<file path="src/logic/csr_macros.svh">
`ifndef CSR_MACROS_SVH
`define CSR_MACROS_SVH

// ==========================================================
// Data width
// ==========================================================
`define XLEN 32

// ==========================================================
// CSR addresses
// ==========================================================
`define CSR_MSTATUS   12'h300
`define CSR_MISA      12'h301
`define CSR_MIE       12'h304
`define CSR_MTVEC     12'h305
`define CSR_MSCRATCH  12'h340
`define CSR_MEPC      12'h341
`define CSR_MCAUSE    12'h342
`define CSR_MTVAL     12'h343
`define CSR_MIP       12'h344
`define CSR_PMPCFG0   12'h3A0
`define CSR_PMPADDR0  12'h3B0
`define CSR_TSELECT   12'h7A0
`define CSR_TDATA1    12'h7A1
`define CSR_TDATA2    12'h7A2
`define CSR_TCONTROL  12'h7A5
`define CSR_MCYCLE    12'hB00
`define CSR_MINSTRET  12'hB02
`define CSR_MCYCLEH   12'hB80
`define CSR_MINSTRETH 12'hB82
`define CSR_CYCLE     12'hC00  // User aliases are read only
`define CSR_INSTRET   12'hC02
`define CSR_CYCLEH    12'hC80
`define CSR_INSTRETH  12'hC82
`define CSR_MVENDORID 12'hF11
`define CSR_MARCHID   12'hF12
`define CSR_MHARTID   12'hF14

// ==========================================================
// Reset values and WARL masks
// ==========================================================
`define MISA_RESET    32'h4000_1104  // MXL=1, I, M, C
`define MISA_WMASK    32'h0000_0004  // C bit only
`define MIE_WMASK     32'h0000_0888  // MSIE, MTIE, MEIE
`define TDATA1_RESET  32'h2000_0044  // mcontrol with m and execute
`define MCONTROL_TYPE 4'd2

`endif
</file>
<file path="src/logic/csr_pkg.sv">
`default_nettype none

`include "csr_macros.svh"

package csr_pkg;

  // CSR instruction flavours
  typedef enum logic [2:0] {
    CSR_NONE = 3'd0,
    CSR_RW   = 3'd1,
    CSR_RS   = 3'd2,
    CSR_RC   = 3'd3,
    CSR_RWI  = 3'd5,
    CSR_RSI  = 3'd6,
    CSR_RCI  = 3'd7
  } csr_op_e;

  // Synchronous exception codes (mcause, interrupt bit clear)
  typedef enum logic [3:0] {
    EXC_IADDR_MISALIGN = 4'd0,
    EXC_IACCESS        = 4'd1,
    EXC_ILLEGAL        = 4'd2,
    EXC_BREAKPOINT     = 4'd3,
    EXC_LADDR_MISALIGN = 4'd4,
    EXC_LACCESS        = 4'd5,
    EXC_SADDR_MISALIGN = 4'd6,
    EXC_SACCESS        = 4'd7,
    EXC_ECALL_M        = 4'd11
  } exc_cause_e;

  // ==========================================================
  // tdata1 as mcontrol (RV32 layout)
  // ==========================================================
  typedef struct packed {
    logic [3:0] tdata_type;  // 2 = mcontrol
    logic       dmode;
    logic [5:0] maskmax;
    logic       hit;
    logic       select;
    logic       timing;
    logic [1:0] sizelo;
    logic [3:0] action;
    logic       chain;
    logic [3:0] match;
    logic       m;           // Fire in M-mode
    logic       rsvd;
    logic       s;
    logic       u;
    logic       execute;     // Match on fetch address
    logic       store;
    logic       load;
  } mcontrol_t;

  typedef union packed {
    logic [`XLEN-1:0] raw;
    mcontrol_t        mc;
  } tdata1_u;

endpackage

`default_nettype wire

</file>
<file path="src/logic/csr_unit.sv">
`timescale 1ns/1ps
`default_nettype none

`include "csr_macros.svh"

module csr_unit
  import csr_pkg::*;
(
  input  logic             clk_i,
  input  logic             rst_ni,
  input  logic             csr_req_i,
  input  csr_op_e          csr_op_i,
  input  logic [11:0]      csr_addr_i,
  input  logic [`XLEN-1:0] csr_src_i,
  output logic [`XLEN-1:0] csr_rdata_o,
  input  logic             exc_i,
  input  exc_cause_e       exc_cause_i,
  input  logic [`XLEN-1:0] exc_pc_i,
  input  logic [`XLEN-1:0] exc_tval_i,
  input  logic             retire_i,
  input  logic [`XLEN-1:0] retire_pc_i,
  input  logic             mret_i,
  output logic             trap_o,
  output logic             redirect_o,
  output logic [`XLEN-1:0] redirect_pc_o,
  output logic             misa_c_o
);

  // ==========================================================
  // Internal nets
  // ==========================================================
  logic             csr_we;
  logic [`XLEN-1:0] csr_wdata;
  logic             csr_illegal;
  exc_cause_e       trap_cause;
  logic [`XLEN-1:0] trap_epc;
  logic [`XLEN-1:0] trap_tval;
  logic [`XLEN-1:0] mtvec;
  logic [`XLEN-1:0] mepc;
  tdata1_u          tdata1;
  logic [`XLEN-1:0] tdata2;
  logic             mte;
  logic             bp_hit;

  csr_op_decode u_decode (
    .csr_req_i   (csr_req_i),
    .csr_op_i    (csr_op_i),
    .csr_src_i   (csr_src_i),
    .csr_old_i   (csr_rdata_o),  // Read-modify-write on the old value
    .csr_we_o    (csr_we),
    .csr_wdata_o (csr_wdata)
  );

  csr_regs u_regs (
    .clk_i         (clk_i),
    .rst_ni        (rst_ni),
    .csr_addr_i    (csr_addr_i),
    .csr_req_i     (csr_req_i),
    .csr_we_i      (csr_we),
    .csr_wdata_i   (csr_wdata),
    .csr_rdata_o   (csr_rdata_o),
    .csr_illegal_o (csr_illegal),
    .trap_i        (trap_o),
    .trap_cause_i  (trap_cause),
    .trap_epc_i    (trap_epc),
    .trap_tval_i   (trap_tval),
    .mret_i        (mret_i),
    .retire_i      (retire_i),
    .mtvec_o       (mtvec),
    .mepc_o        (mepc),
    .misa_c_o      (misa_c_o),
    .tdata1_o      (tdata1),
    .tdata2_o      (tdata2),
    .mte_o         (mte)
  );

  hw_trigger u_trigger (
    .retire_i    (retire_i),
    .retire_pc_i (retire_pc_i),
    .tdata1_i    (tdata1),
    .tdata2_i    (tdata2),
    .mte_i       (mte),
    .bp_hit_o    (bp_hit)
  );

  trap_ctrl u_trap (
    .bp_hit_i      (bp_hit),
    .retire_pc_i   (retire_pc_i),
    .csr_illegal_i (csr_illegal),
    .csr_addr_i    (csr_addr_i),
    .exc_i         (exc_i),
    .exc_cause_i   (exc_cause_i),
    .exc_pc_i      (exc_pc_i),
    .exc_tval_i    (exc_tval_i),
    .mret_i        (mret_i),
    .mtvec_i       (mtvec),
    .mepc_i        (mepc),
    .trap_o        (trap_o),
    .trap_cause_o  (trap_cause),
    .trap_epc_o    (trap_epc),
    .trap_tval_o   (trap_tval),
    .redirect_o    (redirect_o),
    .redirect_pc_o (redirect_pc_o)
  );

endmodule

`default_nettype wire

</file>
<file path="src/logic/hw_trigger.sv">
`timescale 1ns/1ps
`default_nettype none

`include "csr_macros.svh"

module hw_trigger
  import csr_pkg::*;
(
  input  logic             retire_i,
  input  logic [`XLEN-1:0] retire_pc_i,
  input  tdata1_u          tdata1_i,
  input  logic [`XLEN-1:0] tdata2_i,
  input  logic             mte_i,
  output logic             bp_hit_o
);

  logic type_ok;   // mcontrol and not debug-owned
  logic armed;     // Enables line up for M-mode execute
  logic pc_match;

  // ==========================================================
  // mcontrol decode
  // ==========================================================
  always_comb begin
    type_ok = (tdata1_i.mc.tdata_type == `MCONTROL_TYPE) && !tdata1_i.mc.dmode;
    armed   = tdata1_i.mc.m && tdata1_i.mc.execute
              && mte_i;  // Cleared while inside a trap handler
  end

  // Exact address compare
  assign pc_match = (retire_pc_i == tdata2_i);

  // Fires on the retiring instruction only
  assign bp_hit_o = retire_i && type_ok && armed && pc_match;

endmodule

`default_nettype wire

</file>
<file path="src/logic/trap_ctrl.sv">
`timescale 1ns/1ps
`default_nettype none

`include "csr_macros.svh"

module trap_ctrl
  import csr_pkg::*;
(
  input  logic             bp_hit_i,
  input  logic [`XLEN-1:0] retire_pc_i,
  input  logic             csr_illegal_i,
  input  logic [11:0]      csr_addr_i,
  input  logic             exc_i,
  input  exc_cause_e       exc_cause_i,
  input  logic [`XLEN-1:0] exc_pc_i,
  input  logic [`XLEN-1:0] exc_tval_i,
  input  logic             mret_i,
  input  logic [`XLEN-1:0] mtvec_i,
  input  logic [`XLEN-1:0] mepc_i,
  output logic             trap_o,
  output exc_cause_e       trap_cause_o,
  output logic [`XLEN-1:0] trap_epc_o,
  output logic [`XLEN-1:0] trap_tval_o,
  output logic             redirect_o,
  output logic [`XLEN-1:0] redirect_pc_o
);

  // ==========================================================
  // Cause select
  // ==========================================================
  always_comb begin
    trap_o       = 1'b0;
    trap_cause_o = exc_cause_i;
    trap_epc_o   = exc_pc_i;
    trap_tval_o  = exc_tval_i;
    if (bp_hit_i) begin  // Breakpoint first
      trap_o       = 1'b1;
      trap_cause_o = EXC_BREAKPOINT;
      trap_epc_o   = retire_pc_i;
      trap_tval_o  = retire_pc_i;  // tval is the matching PC
    end else if (csr_illegal_i) begin
      trap_o       = 1'b1;
      trap_cause_o = EXC_ILLEGAL;
      trap_epc_o   = exc_pc_i;
      // Offending CSR address
      trap_tval_o  = {{(`XLEN-12){1'b0}}, csr_addr_i};
    end else if (exc_i) begin
      trap_o = 1'b1;  // Core's own cause passes through
    end
  end

  // Fetch redirect
  // Direct mode only so the low bits are dropped
  assign redirect_o    = mret_i && !trap_o;
  assign redirect_pc_o = trap_o ? {mtvec_i[`XLEN-1:2], 2'b00} : mepc_i;

endmodule

`default_nettype wire

</file>
<file path="src/logic/csr_regs.sv">
`timescale 1ns/1ps
`default_nettype none

`include "csr_macros.svh"

module csr_regs
  import csr_pkg::*;
(
  input  logic             clk_i,
  input  logic             rst_ni,
  input  logic [11:0]      csr_addr_i,
  input  logic             csr_req_i,
  input  logic             csr_we_i,
  input  logic [`XLEN-1:0] csr_wdata_i,
  output logic [`XLEN-1:0] csr_rdata_o,
  output logic             csr_illegal_o,
  input  logic             trap_i,
  input  exc_cause_e       trap_cause_i,
  input  logic [`XLEN-1:0] trap_epc_i,
  input  logic [`XLEN-1:0] trap_tval_i,
  input  logic             mret_i,
  input  logic             retire_i,
  output logic [`XLEN-1:0] mtvec_o,
  output logic [`XLEN-1:0] mepc_o,
  output logic             misa_c_o,
  output tdata1_u          tdata1_o,
  output logic [`XLEN-1:0] tdata2_o,
  output logic             mte_o
);

  // ==========================================================
  // State
  // ==========================================================
  logic             mstatus_mie_q;
  logic             mstatus_mpie_q;
  logic [`XLEN-1:0] misa_q;
  logic [`XLEN-1:0] mie_q;
  logic [`XLEN-1:0] mtvec_q;
  logic [`XLEN-1:0] mscratch_q;
  logic [`XLEN-1:0] mepc_q;
  logic [`XLEN-1:0] mcause_q;
  logic [`XLEN-1:0] mtval_q;
  logic [63:0]      mcycle_q;    // {mcycleh, mcycle}
  logic [63:0]      minstret_q;  // {minstreth, minstret}
  logic [`XLEN-1:0] pmpcfg0_q;
  logic [`XLEN-1:0] pmpaddr0_q;
  tdata1_u          tdata1_q;
  logic [`XLEN-1:0] tdata2_q;
  logic             mte_q;       // tcontrol bit 3
  logic             mpte_q;      // tcontrol bit 7

  logic             csr_implemented;
  logic             csr_wr;      // Write that actually lands
  logic             instret_wr;
  tdata1_u          tdata1_wview;
  tdata1_u          tdata1_next;

  // ==========================================================
  // Read mux and legality
  // ==========================================================
  always_comb begin
    csr_implemented = 1'b1;
    case (csr_addr_i)
      `CSR_MSTATUS:   csr_rdata_o = {19'b0, 2'b11, 3'b0, mstatus_mpie_q, 3'b0,
                                     mstatus_mie_q, 3'b0};  // MPP fixed at M
      `CSR_MISA:      csr_rdata_o = misa_q;
      `CSR_MIE:       csr_rdata_o = mie_q;
      `CSR_MTVEC:     csr_rdata_o = mtvec_q;
      `CSR_MSCRATCH:  csr_rdata_o = mscratch_q;
      `CSR_MEPC:      csr_rdata_o = mepc_q;
      `CSR_MCAUSE:    csr_rdata_o = mcause_q;
      `CSR_MTVAL:     csr_rdata_o = mtval_q;
      `CSR_MCYCLE,
      `CSR_CYCLE:     csr_rdata_o = mcycle_q[31:0];
      `CSR_MCYCLEH,
      `CSR_CYCLEH:    csr_rdata_o = mcycle_q[63:32];
      `CSR_MINSTRET,
      `CSR_INSTRET:   csr_rdata_o = minstret_q[31:0];
      `CSR_MINSTRETH,
      `CSR_INSTRETH:  csr_rdata_o = minstret_q[63:32];
      `CSR_PMPCFG0:   csr_rdata_o = pmpcfg0_q;
      `CSR_PMPADDR0:  csr_rdata_o = pmpaddr0_q;
      `CSR_TDATA1:    csr_rdata_o = tdata1_q.raw;
      `CSR_TDATA2:    csr_rdata_o = tdata2_q;
      `CSR_TCONTROL:  csr_rdata_o = {24'b0, mpte_q, 3'b0, mte_q, 3'b0};
      // Hardwired zero group (no interrupts, one trigger, ID regs)
      `CSR_MIP,
      `CSR_TSELECT,
      `CSR_MVENDORID,
      `CSR_MARCHID,
      `CSR_MHARTID:   csr_rdata_o = '0;
      default: begin
        csr_rdata_o     = '0;
        csr_implemented = 1'b0;
      end
    endcase
  end

  // Bits 11:10 == 3 marks a read-only address
  assign csr_illegal_o = csr_req_i &&
                         (!csr_implemented || (csr_we_i && csr_addr_i[11:10] == 2'b11));

  // Trap beats MRET, MRET beats the write
  assign csr_wr     = csr_req_i && csr_we_i && !csr_illegal_o && !trap_i && !mret_i;
  assign instret_wr = csr_wr &&
                      (csr_addr_i == `CSR_MINSTRET || csr_addr_i == `CSR_MINSTRETH);

  // tdata1 WARL through the mcontrol view
  assign tdata1_wview.raw = csr_wdata_i;
  always_comb begin
    tdata1_next            = '0;
    tdata1_next.mc.tdata_type = `MCONTROL_TYPE;  // Type is pinned
    tdata1_next.mc.m       = tdata1_wview.mc.m;
    tdata1_next.mc.execute = tdata1_wview.mc.execute;
  end

  // ==========================================================
  // Update
  // ==========================================================
  always_ff @(posedge clk_i) begin
    if (!rst_ni) begin
      mstatus_mie_q  <= 1'b0;
      mstatus_mpie_q <= 1'b0;
      misa_q         <= `MISA_RESET;
      mie_q          <= '0;
      mtvec_q        <= '0;
      mscratch_q     <= '0;
      mepc_q         <= '0;
      mcause_q       <= '0;
      mtval_q        <= '0;
      mcycle_q       <= '0;
      minstret_q     <= '0;
      pmpcfg0_q      <= '0;
      pmpaddr0_q     <= '0;
      tdata1_q.raw   <= `TDATA1_RESET;
      tdata2_q       <= '0;
      mte_q          <= 1'b0;
      mpte_q         <= 1'b0;
    end else begin
      mcycle_q <= mcycle_q + 64'd1;  // Free running
      if (retire_i && !trap_i && !instret_wr) begin
        minstret_q <= minstret_q + 64'd1;
      end

      if (trap_i) begin
        mepc_q         <= trap_epc_i;
        mcause_q       <= {{(`XLEN-4){1'b0}}, trap_cause_i};
        mtval_q        <= trap_tval_i;
        mstatus_mpie_q <= mstatus_mie_q;
        mstatus_mie_q  <= 1'b0;
        mpte_q         <= mte_q;
        mte_q          <= 1'b0;  // Trigger off in handler
      end else if (mret_i) begin
        mstatus_mie_q  <= mstatus_mpie_q;
        mstatus_mpie_q <= 1'b1;
        mte_q          <= mpte_q;
        mpte_q         <= 1'b0;
      end else if (csr_wr) begin
        case (csr_addr_i)
          `CSR_MSTATUS: begin
            mstatus_mie_q  <= csr_wdata_i[3];
            mstatus_mpie_q <= csr_wdata_i[7];
          end
          `CSR_MISA:      misa_q <= (misa_q & ~`MISA_WMASK) | (csr_wdata_i & `MISA_WMASK);
          `CSR_MIE:       mie_q      <= csr_wdata_i & `MIE_WMASK;
          `CSR_MTVEC:     mtvec_q    <= csr_wdata_i;
          `CSR_MSCRATCH:  mscratch_q <= csr_wdata_i;
          `CSR_MEPC:      mepc_q     <= csr_wdata_i;
          `CSR_MCAUSE:    mcause_q   <= csr_wdata_i;
          `CSR_MTVAL:     mtval_q    <= csr_wdata_i;
          `CSR_MCYCLE:    mcycle_q[31:0]    <= csr_wdata_i;  // Overrides increment
          `CSR_MCYCLEH:   mcycle_q[63:32]   <= csr_wdata_i;
          `CSR_MINSTRET:  minstret_q[31:0]  <= csr_wdata_i;
          `CSR_MINSTRETH: minstret_q[63:32] <= csr_wdata_i;
          `CSR_PMPCFG0:   pmpcfg0_q  <= csr_wdata_i;
          `CSR_PMPADDR0:  pmpaddr0_q <= csr_wdata_i;
          `CSR_TDATA1:    tdata1_q   <= tdata1_next;
          `CSR_TDATA2:    tdata2_q   <= csr_wdata_i;
          `CSR_TCONTROL: begin
            mte_q  <= csr_wdata_i[3];
            mpte_q <= csr_wdata_i[7];
          end
          default: ;  // mip, tselect and ID regs ignore writes
        endcase
      end
    end
  end

  assign mtvec_o  = mtvec_q;
  assign mepc_o   = mepc_q;
  assign misa_c_o = misa_q[2];
  assign tdata1_o = tdata1_q;
  assign tdata2_o = tdata2_q;
  assign mte_o    = mte_q;

endmodule

`default_nettype wire

</file>
<file path="src/logic/csr_op_decode.sv">
`timescale 1ns/1ps
`default_nettype none

`include "csr_macros.svh"

module csr_op_decode
  import csr_pkg::*;
(
  input  logic             csr_req_i,
  input  csr_op_e          csr_op_i,
  input  logic [`XLEN-1:0] csr_src_i,
  input  logic [`XLEN-1:0] csr_old_i,
  output logic             csr_we_o,
  output logic [`XLEN-1:0] csr_wdata_o
);

  logic             imm_form;  // Immediate variants
  logic [`XLEN-1:0] operand;
  logic             operand_nz;

  always_comb begin
    imm_form = csr_op_i inside {CSR_RWI, CSR_RSI, CSR_RCI};
    // uimm is rs1 field, zero-extended
    operand = imm_form ? {{(`XLEN-5){1'b0}}, csr_src_i[4:0]} : csr_src_i;
    operand_nz = |operand;
  end

  // ==========================================================
  // New value and write enable
  // ==========================================================
  always_comb begin
    csr_wdata_o = csr_old_i;  // Hold by default
    csr_we_o    = 1'b0;
    case (csr_op_i)
      CSR_RW, CSR_RWI: begin
        csr_wdata_o = operand;  // Plain replace
        csr_we_o    = csr_req_i;
      end
      CSR_RS, CSR_RSI: begin
        csr_wdata_o = csr_old_i | operand;
        // Zero source means read only
        csr_we_o    = csr_req_i && operand_nz;
      end
      CSR_RC, CSR_RCI: begin
        csr_wdata_o = csr_old_i & ~operand;
        csr_we_o    = csr_req_i && operand_nz;
      end
      default: begin
        csr_wdata_o = csr_old_i;  // CSR_NONE
        csr_we_o    = 1'b0;
      end
    endcase
  end

endmodule

`default_nettype wire

</file>
<file path="config.mk">
export PLATFORM = sky130hd
export DESIGN_NAME = csr_unit
export DESIGN_NICKNAME = d
export VERILOG_FILES = /design/src/logic/csr_pkg.sv /design/src/logic/csr_unit.sv /design/src/logic/hw_trigger.sv /design/src/logic/trap_ctrl.sv /design/src/logic/csr_regs.sv /design/src/logic/csr_op_decode.sv
export VERILOG_INCLUDE_DIRS = /design/src /design/src/logic
export SDC_FILE = /design/constraint.sdc
export NUM_CORES = 1
export LEC_CHECK = 0
export BUFFER_PORTS_ARGS = -buffer_cell sky130_fd_sc_hd__buf_2
export CAP_MARGIN = 20
export CORE_ASPECT_RATIO = 1.75
export CORE_UTILIZATION = 48
export DETAILED_ROUTE_END_ITERATION = 10
export PLACE_DENSITY = 0.71
export SYNTH_ARGS = -nofsm -noshare
export SYNTH_HDL_FRONTEND = slang
export SYNTH_SLANG_ARGS = --single-unit
</file>
<file path="constraint.sdc">
create_clock -name clk_i -period 3 [get_ports clk_i]
set_clock_uncertainty 0.15 [all_clocks]
set_input_delay 0.3 -clock clk_i [delete_from_list [all_inputs] [get_ports clk_i]]
set_output_delay 0.3 -clock clk_i [all_outputs]
set_load 0.05 [all_outputs]
</file>
==> results of run 1 <==
[cell families after synthesis]
family	Yosys count	share of synthesized area, %
mux	53	2.501
compound gates	839	25.25
fa+ha+maj	2	0.1087
simple gates	1277	26.36
buf+inv	308	5.872
flops	394	34.27
xor+xnor	148	5.633
[timing repair]
item | 4_1_cts
cloned | 15
hold buffers | 56
setup endpoints to repair | 180
pin swaps | 138
setup buffers | 67
resized for setup | 421
endpoints found under the hold margin | 44
[per-layer routing]
| layer | GRT overflow | GRT usage, % |
|---|---|---|
| met1 | 0 | 61.72 |
| met2 | 1 | 85.97 |
| met3 | 0 | 29.33 |
| met4 | 3 | 60.64 |
| met5 | 0 | 2.326 |
[stage by stage]
| stage | hold WS [ns] | utilization [%] |
|---|---|---|
| global placement | 0.2865 | 63.45 |
| detailed placement | 0.2934 | 63.47 |
| CTS | 0.0009941 | 72.79 |
| floorplan | 0.2690 | - |
==> impl_metrics.py, run 1 <==
metrics = {
    "floorplan": {
        "die_y_um": 291.7,
        "die_w_um": 167.5,
        "ioPinCount": 220,
        "rows": 105,
        "initial_utilization_pct": 48.79,
    },
    "yosys": {
        "synth_edf_count": 0,
        "synth_warnings": 0,
        "avgSynthCellArea_um2": 7.618,
        "synth-async-reset-ratio_pct": 0,
        "yosysTopAreaCellShare_pct": 34.27,
        "ys.flop_type": "dfxtp_1",
        "synth_common_cells": "nand2_1, dfxtp_1, a21oi_1, nor2_1, clkbuf_1",
        "synth_largest_area_cell": "dfxtp_1",
        "ys_seq_area_share_pct": 34.27,
        "synth-seq-cells": 394,
        "syn_area_um2": 23010,
        "ys_types": 98,
        "synthesis.nets": 3176,
        "synth_area_leaders": "dfxtp_1, nand2_1, a21oi_1",
        "yosysMostFrequentCell": "nand2_1",
        "synth_cells": 3021,
    },
    "grt": {
        "grt_pass1_vias": 32510,
        "grt_pass1_wl_mm": 215.7,
        "grt_use_total_pct": 59.86,
        "grt_max_degree": 117,
        "grt-ovfl-total": 4,
    },
    "place": {
        "dp_hpwl_mm": 96.48,
        "io_buffers": 219,
        "place_area_um2": 29930,
        "place_inst": 4215,
        "place_congestion": 1.082,
        "pre_cts_slack_ns": -0.6593,
    },
    "cts": {
        "numCtsBuffers": 40,
        "cts_sinks": 394,
        "h-tree-depth": 2,
        "clock_path_buffers": 3,
        "cts_root_buf": "clkbuf_16",
    },
    "status": {
        "status": "stopped before the end",
        "error": "[ERROR GRT-0116] Global routing finished with congestion. Check the congestion regions in the DRC Viewer.",
        "stop_stage": "global routing",
    },
}
==> run 2, diff against run 1 <==
Settings changed: CORE_ASPECT_RATIO 1.75 to default, CORE_UTILIZATION 48 to 33, PLACE_DENSITY 0.71 to default, PLACE_DENSITY_LB_ADDON from default to 0.15.
Clock period 3 ns to 3.9 ns, I/O delays scaled along.
==> run 2 against run 1 <==
Effect of this change:
- synthesized area is the same
- synthesized cell count is the same
- the run now ends clean
==> impl_metrics.py, run 2 <==
metrics = {
    "sta": {
        "rsz0062_at_grt": "false",
        "hold_viol_final": 0,
        "relSlewSlack_pct": 23.58,
        "setup_viol": 0,
        "max_freq_mhz": 259.1,
        "holdWs_ns": 0.01692,
        "timing.final.crit_share_pct": 98.96,
        "drv_slew": 0,
        "min_period_ns": 3.860,
        "tightest_slew_ns": 1.146,
    },
    "place": {
        "place_inst": 4228,
        "place_congestion": 1.022,
        "dp_hpwl_mm": 99.71,
        "io_buffers": 219,
    },
    "final_layout": {
        "layout_commonest_cell": "nand2_1",
        "reg_top3": "u_regs.mcycle_q x64, u_regs.minstret_q x64",
        "stdcell_count": 4363,
        "final_cell_mix": "nand2_1, dfxtp_1, buf_4, a21oi_1, nor2_1",
        "drive_gt1_share_pct": 21.40,
        "fillers": 6942,
        "synthToLayoutAreaGrowth_pct": 29.76,
        "fin_nets": 3549,
    },
    "floorplan": {
        "core_area_um2": 68830,
        "ioPinCount": 220,
        "die_w_um": 266.1,
        "initial_utilization_pct": 33.44,
        "die_area_um2": 70800,
        "rows": 96,
        "die_y_um": 266.1,
    },
    "yosys": {
        "synth_cells": 3021,
        "synthesis.nets": 3176,
        "syn_area_um2": 23010,
        "synth_common_cells": "nand2_1, dfxtp_1, a21oi_1, nor2_1, clkbuf_1",
        "synth_largest_area_cell": "dfxtp_1",
        "synth-seq-cells": 394,
        "synth_warnings": 0,
        "synth_edf_count": 0,
        "ys_seq_area_share_pct": 34.27,
        "avgSynthCellArea_um2": 7.618,
        "ys_types": 98,
        "synth_area_leaders": "dfxtp_1, nand2_1, a21oi_1",
        "yosysTopAreaCellShare_pct": 34.27,
        "ys.flop_type": "dfxtp_1",
        "synth-async-reset-ratio_pct": 0,
        "yosysMostFrequentCell": "nand2_1",
    },
    "worst_setup_path": {
        "startpoint_type": "input pin",
        "critical_path_arrival_ns": 3.32,
        "reg2regPathDepth": 8,
        "crit_path_end_kind": "primary output",
        "crit_fanout": 39,
        "crit_type": "input pin to primary output",
        "cp.required_ns": 3.36,
    },
    "cts": {
        "cts_root_buf": "clkbuf_16",
        "clock_path_buffers": 3,
        "cts_sinks": 394,
        "clk_latency_ns": 0.62,
        "cts.clk_slew.worst_paths_ns": 0.06,
        "cts_tree": "yes",
        "h-tree-depth": 2,
        "numCtsBuffers": 49,
    },
    "power_and_ir_drop": {
        "peakVddDrop_v": 0.0003004,
        "cellPowerDensity_nw_per_um2": 333.6,
        "swShare_pct": 27.83,
        "p_int_mw": 7.191,
        "seqPwrFrac_pct": 41.4,
        "comb_power_share_pct": 11.4,
        "p_switching_mw": 2.773,
        "p_clk_share_pct": 47.2,
        "leakagePower_nw": 11.16,
    },
    "grt": {
        "grt_use_total_pct": 36.36,
        "grt_pass1_wl_mm": 185.2,
        "grt-ovfl-total": 0,
        "grt_max_degree": 117,
        "grt_pass1_vias": 24500,
        "antenna_found_initial": 5,
    },
    "routing": {
        "antenna_left": 0,
        "drt_first_pass_iters": 7,
        "drc_errors": 0,
        "via_per_inst": 6.146,
        "wl_per_cell_um": 30.33,
        "drt_wl_total_mm": 132.3,
        "vias": 26810,
        "drt-initial-drc-count": 3940,
    },
    "run": {
        "cap_violations": 0,
    },
    "min_path": {
        "min_path_cells": 4,
        "hold_path_class": "input pin to register",
    },
    "status": {
        "status": "complete, no violations",
    },
}
==> run 2: cell families (layout without fill, tap and decap cells) <==
logic type	Yosys count	in the layout	share of synthesized area (%)
AOI/OAI and AO/OA	839	839	25.25
other	0	2	0
and+or+nand+nor	1277	1277	26.36
muxes	53	53	2.501
xor gates and xnor gates	148	148	5.633
DFF	394	394	34.27
buffers and inverters	308	717	5.872
adders and majority gates	2	2	0.1087
==> run 2: power by group through the flow <==
| stage | sequential (mW) | clock [mW] | combinational, mW |
|---|---|---|---|
| after floorplan | 4.18 | 0 | 0.484 |
| after global placement | 4.21 | 0 | 1.06 |
| after detailed placement | 4.21 | 0 | 1.06 |
| after CTS | 4.13 | 4.72 | 1.10 |
| after global routing | 4.13 | 4.87 | 1.17 |
| final | 4.13 | 4.70 | 1.13 |
==> run 2: final timing paths <==
check | end | from | slack, ns
max | redirect_pc_o[30] | csr_addr_i[3] | 0.04
min | u_regs.mepc_o[9] | exc_pc_i[9] | 0.02
max reg2reg | u_regs.mtval_q[30] | u_regs.tdata2_o[8] | 0.36
min reg2reg | u_regs.mcause_q[21] | u_regs.mcause_q[21] | 0.30
==> run 2: final cells by class <==
type,count,area [um^2],share of cell area (%)
Sequential cell,394,7891,26.43
Timing Repair Buffer,591,5069,16.97
Multi-Input combinational cell,2319,13950,46.73
Inverter,39,153.9,0.5154
Clock inverter,9,148.9,0.4986
Clock buffer,78,1475,4.940
Antenna cell,2,5.005,0.01676
Tap cell,931,1165,3.901
==> run 2: metrics by stage <==
step	TNS, ns	area [um^2]	power (mW)	setup slack [ns]	utilization, %
finish	0	29860	9.963	0.04041	43.39
global route	0	29860	10.17	0.01080	43.38
CTS	0	29830	9.947	0.01487	43.34
detailed placement	-16.58	27730	5.276	-0.3386	40.30
global placement	-22.37	27730	5.272	-0.4205	40.30
floorplan	0	23010	4.664	0.03688	-
==> run 2: what timing repair did <==
item / 4_1_cts / 5_1_grt
buffers inserted: 0 / 1
endpoints found under the hold margin: 34 / 0
resized for setup: 6 / 7
hold buffers: 45 / 0
setup endpoints to repair: 33 / 35
pin swaps: 1 / 1
==> run 2: worst max-delay path, cell delays in order <==
cell and delay (ns):
buf_2 0.24, or4_1 0.36, buf_4 0.24, o22ai_1 0.08
a221oi_1 0.44, nand3_1 0.22, o21ai_1 0.44, nor2_4 0.10
inv_2 0.13, buf_12 0.21, nand2_1 0.09, nand2_1 0.08
buf_2 0.25
==> run 2: routing by layer <==
layer / wire length (um) / part of all wire, % / GRT usage (%)
met2: 56440 / 43 / 54.05
met3: 13760 / 10 / 6.765
met4: 5762 / 4.4 / 14.51
met1: 56380 / 43 / 51.40
met5: 0 / 0 / 0
(Power assumes the default switching activity.)
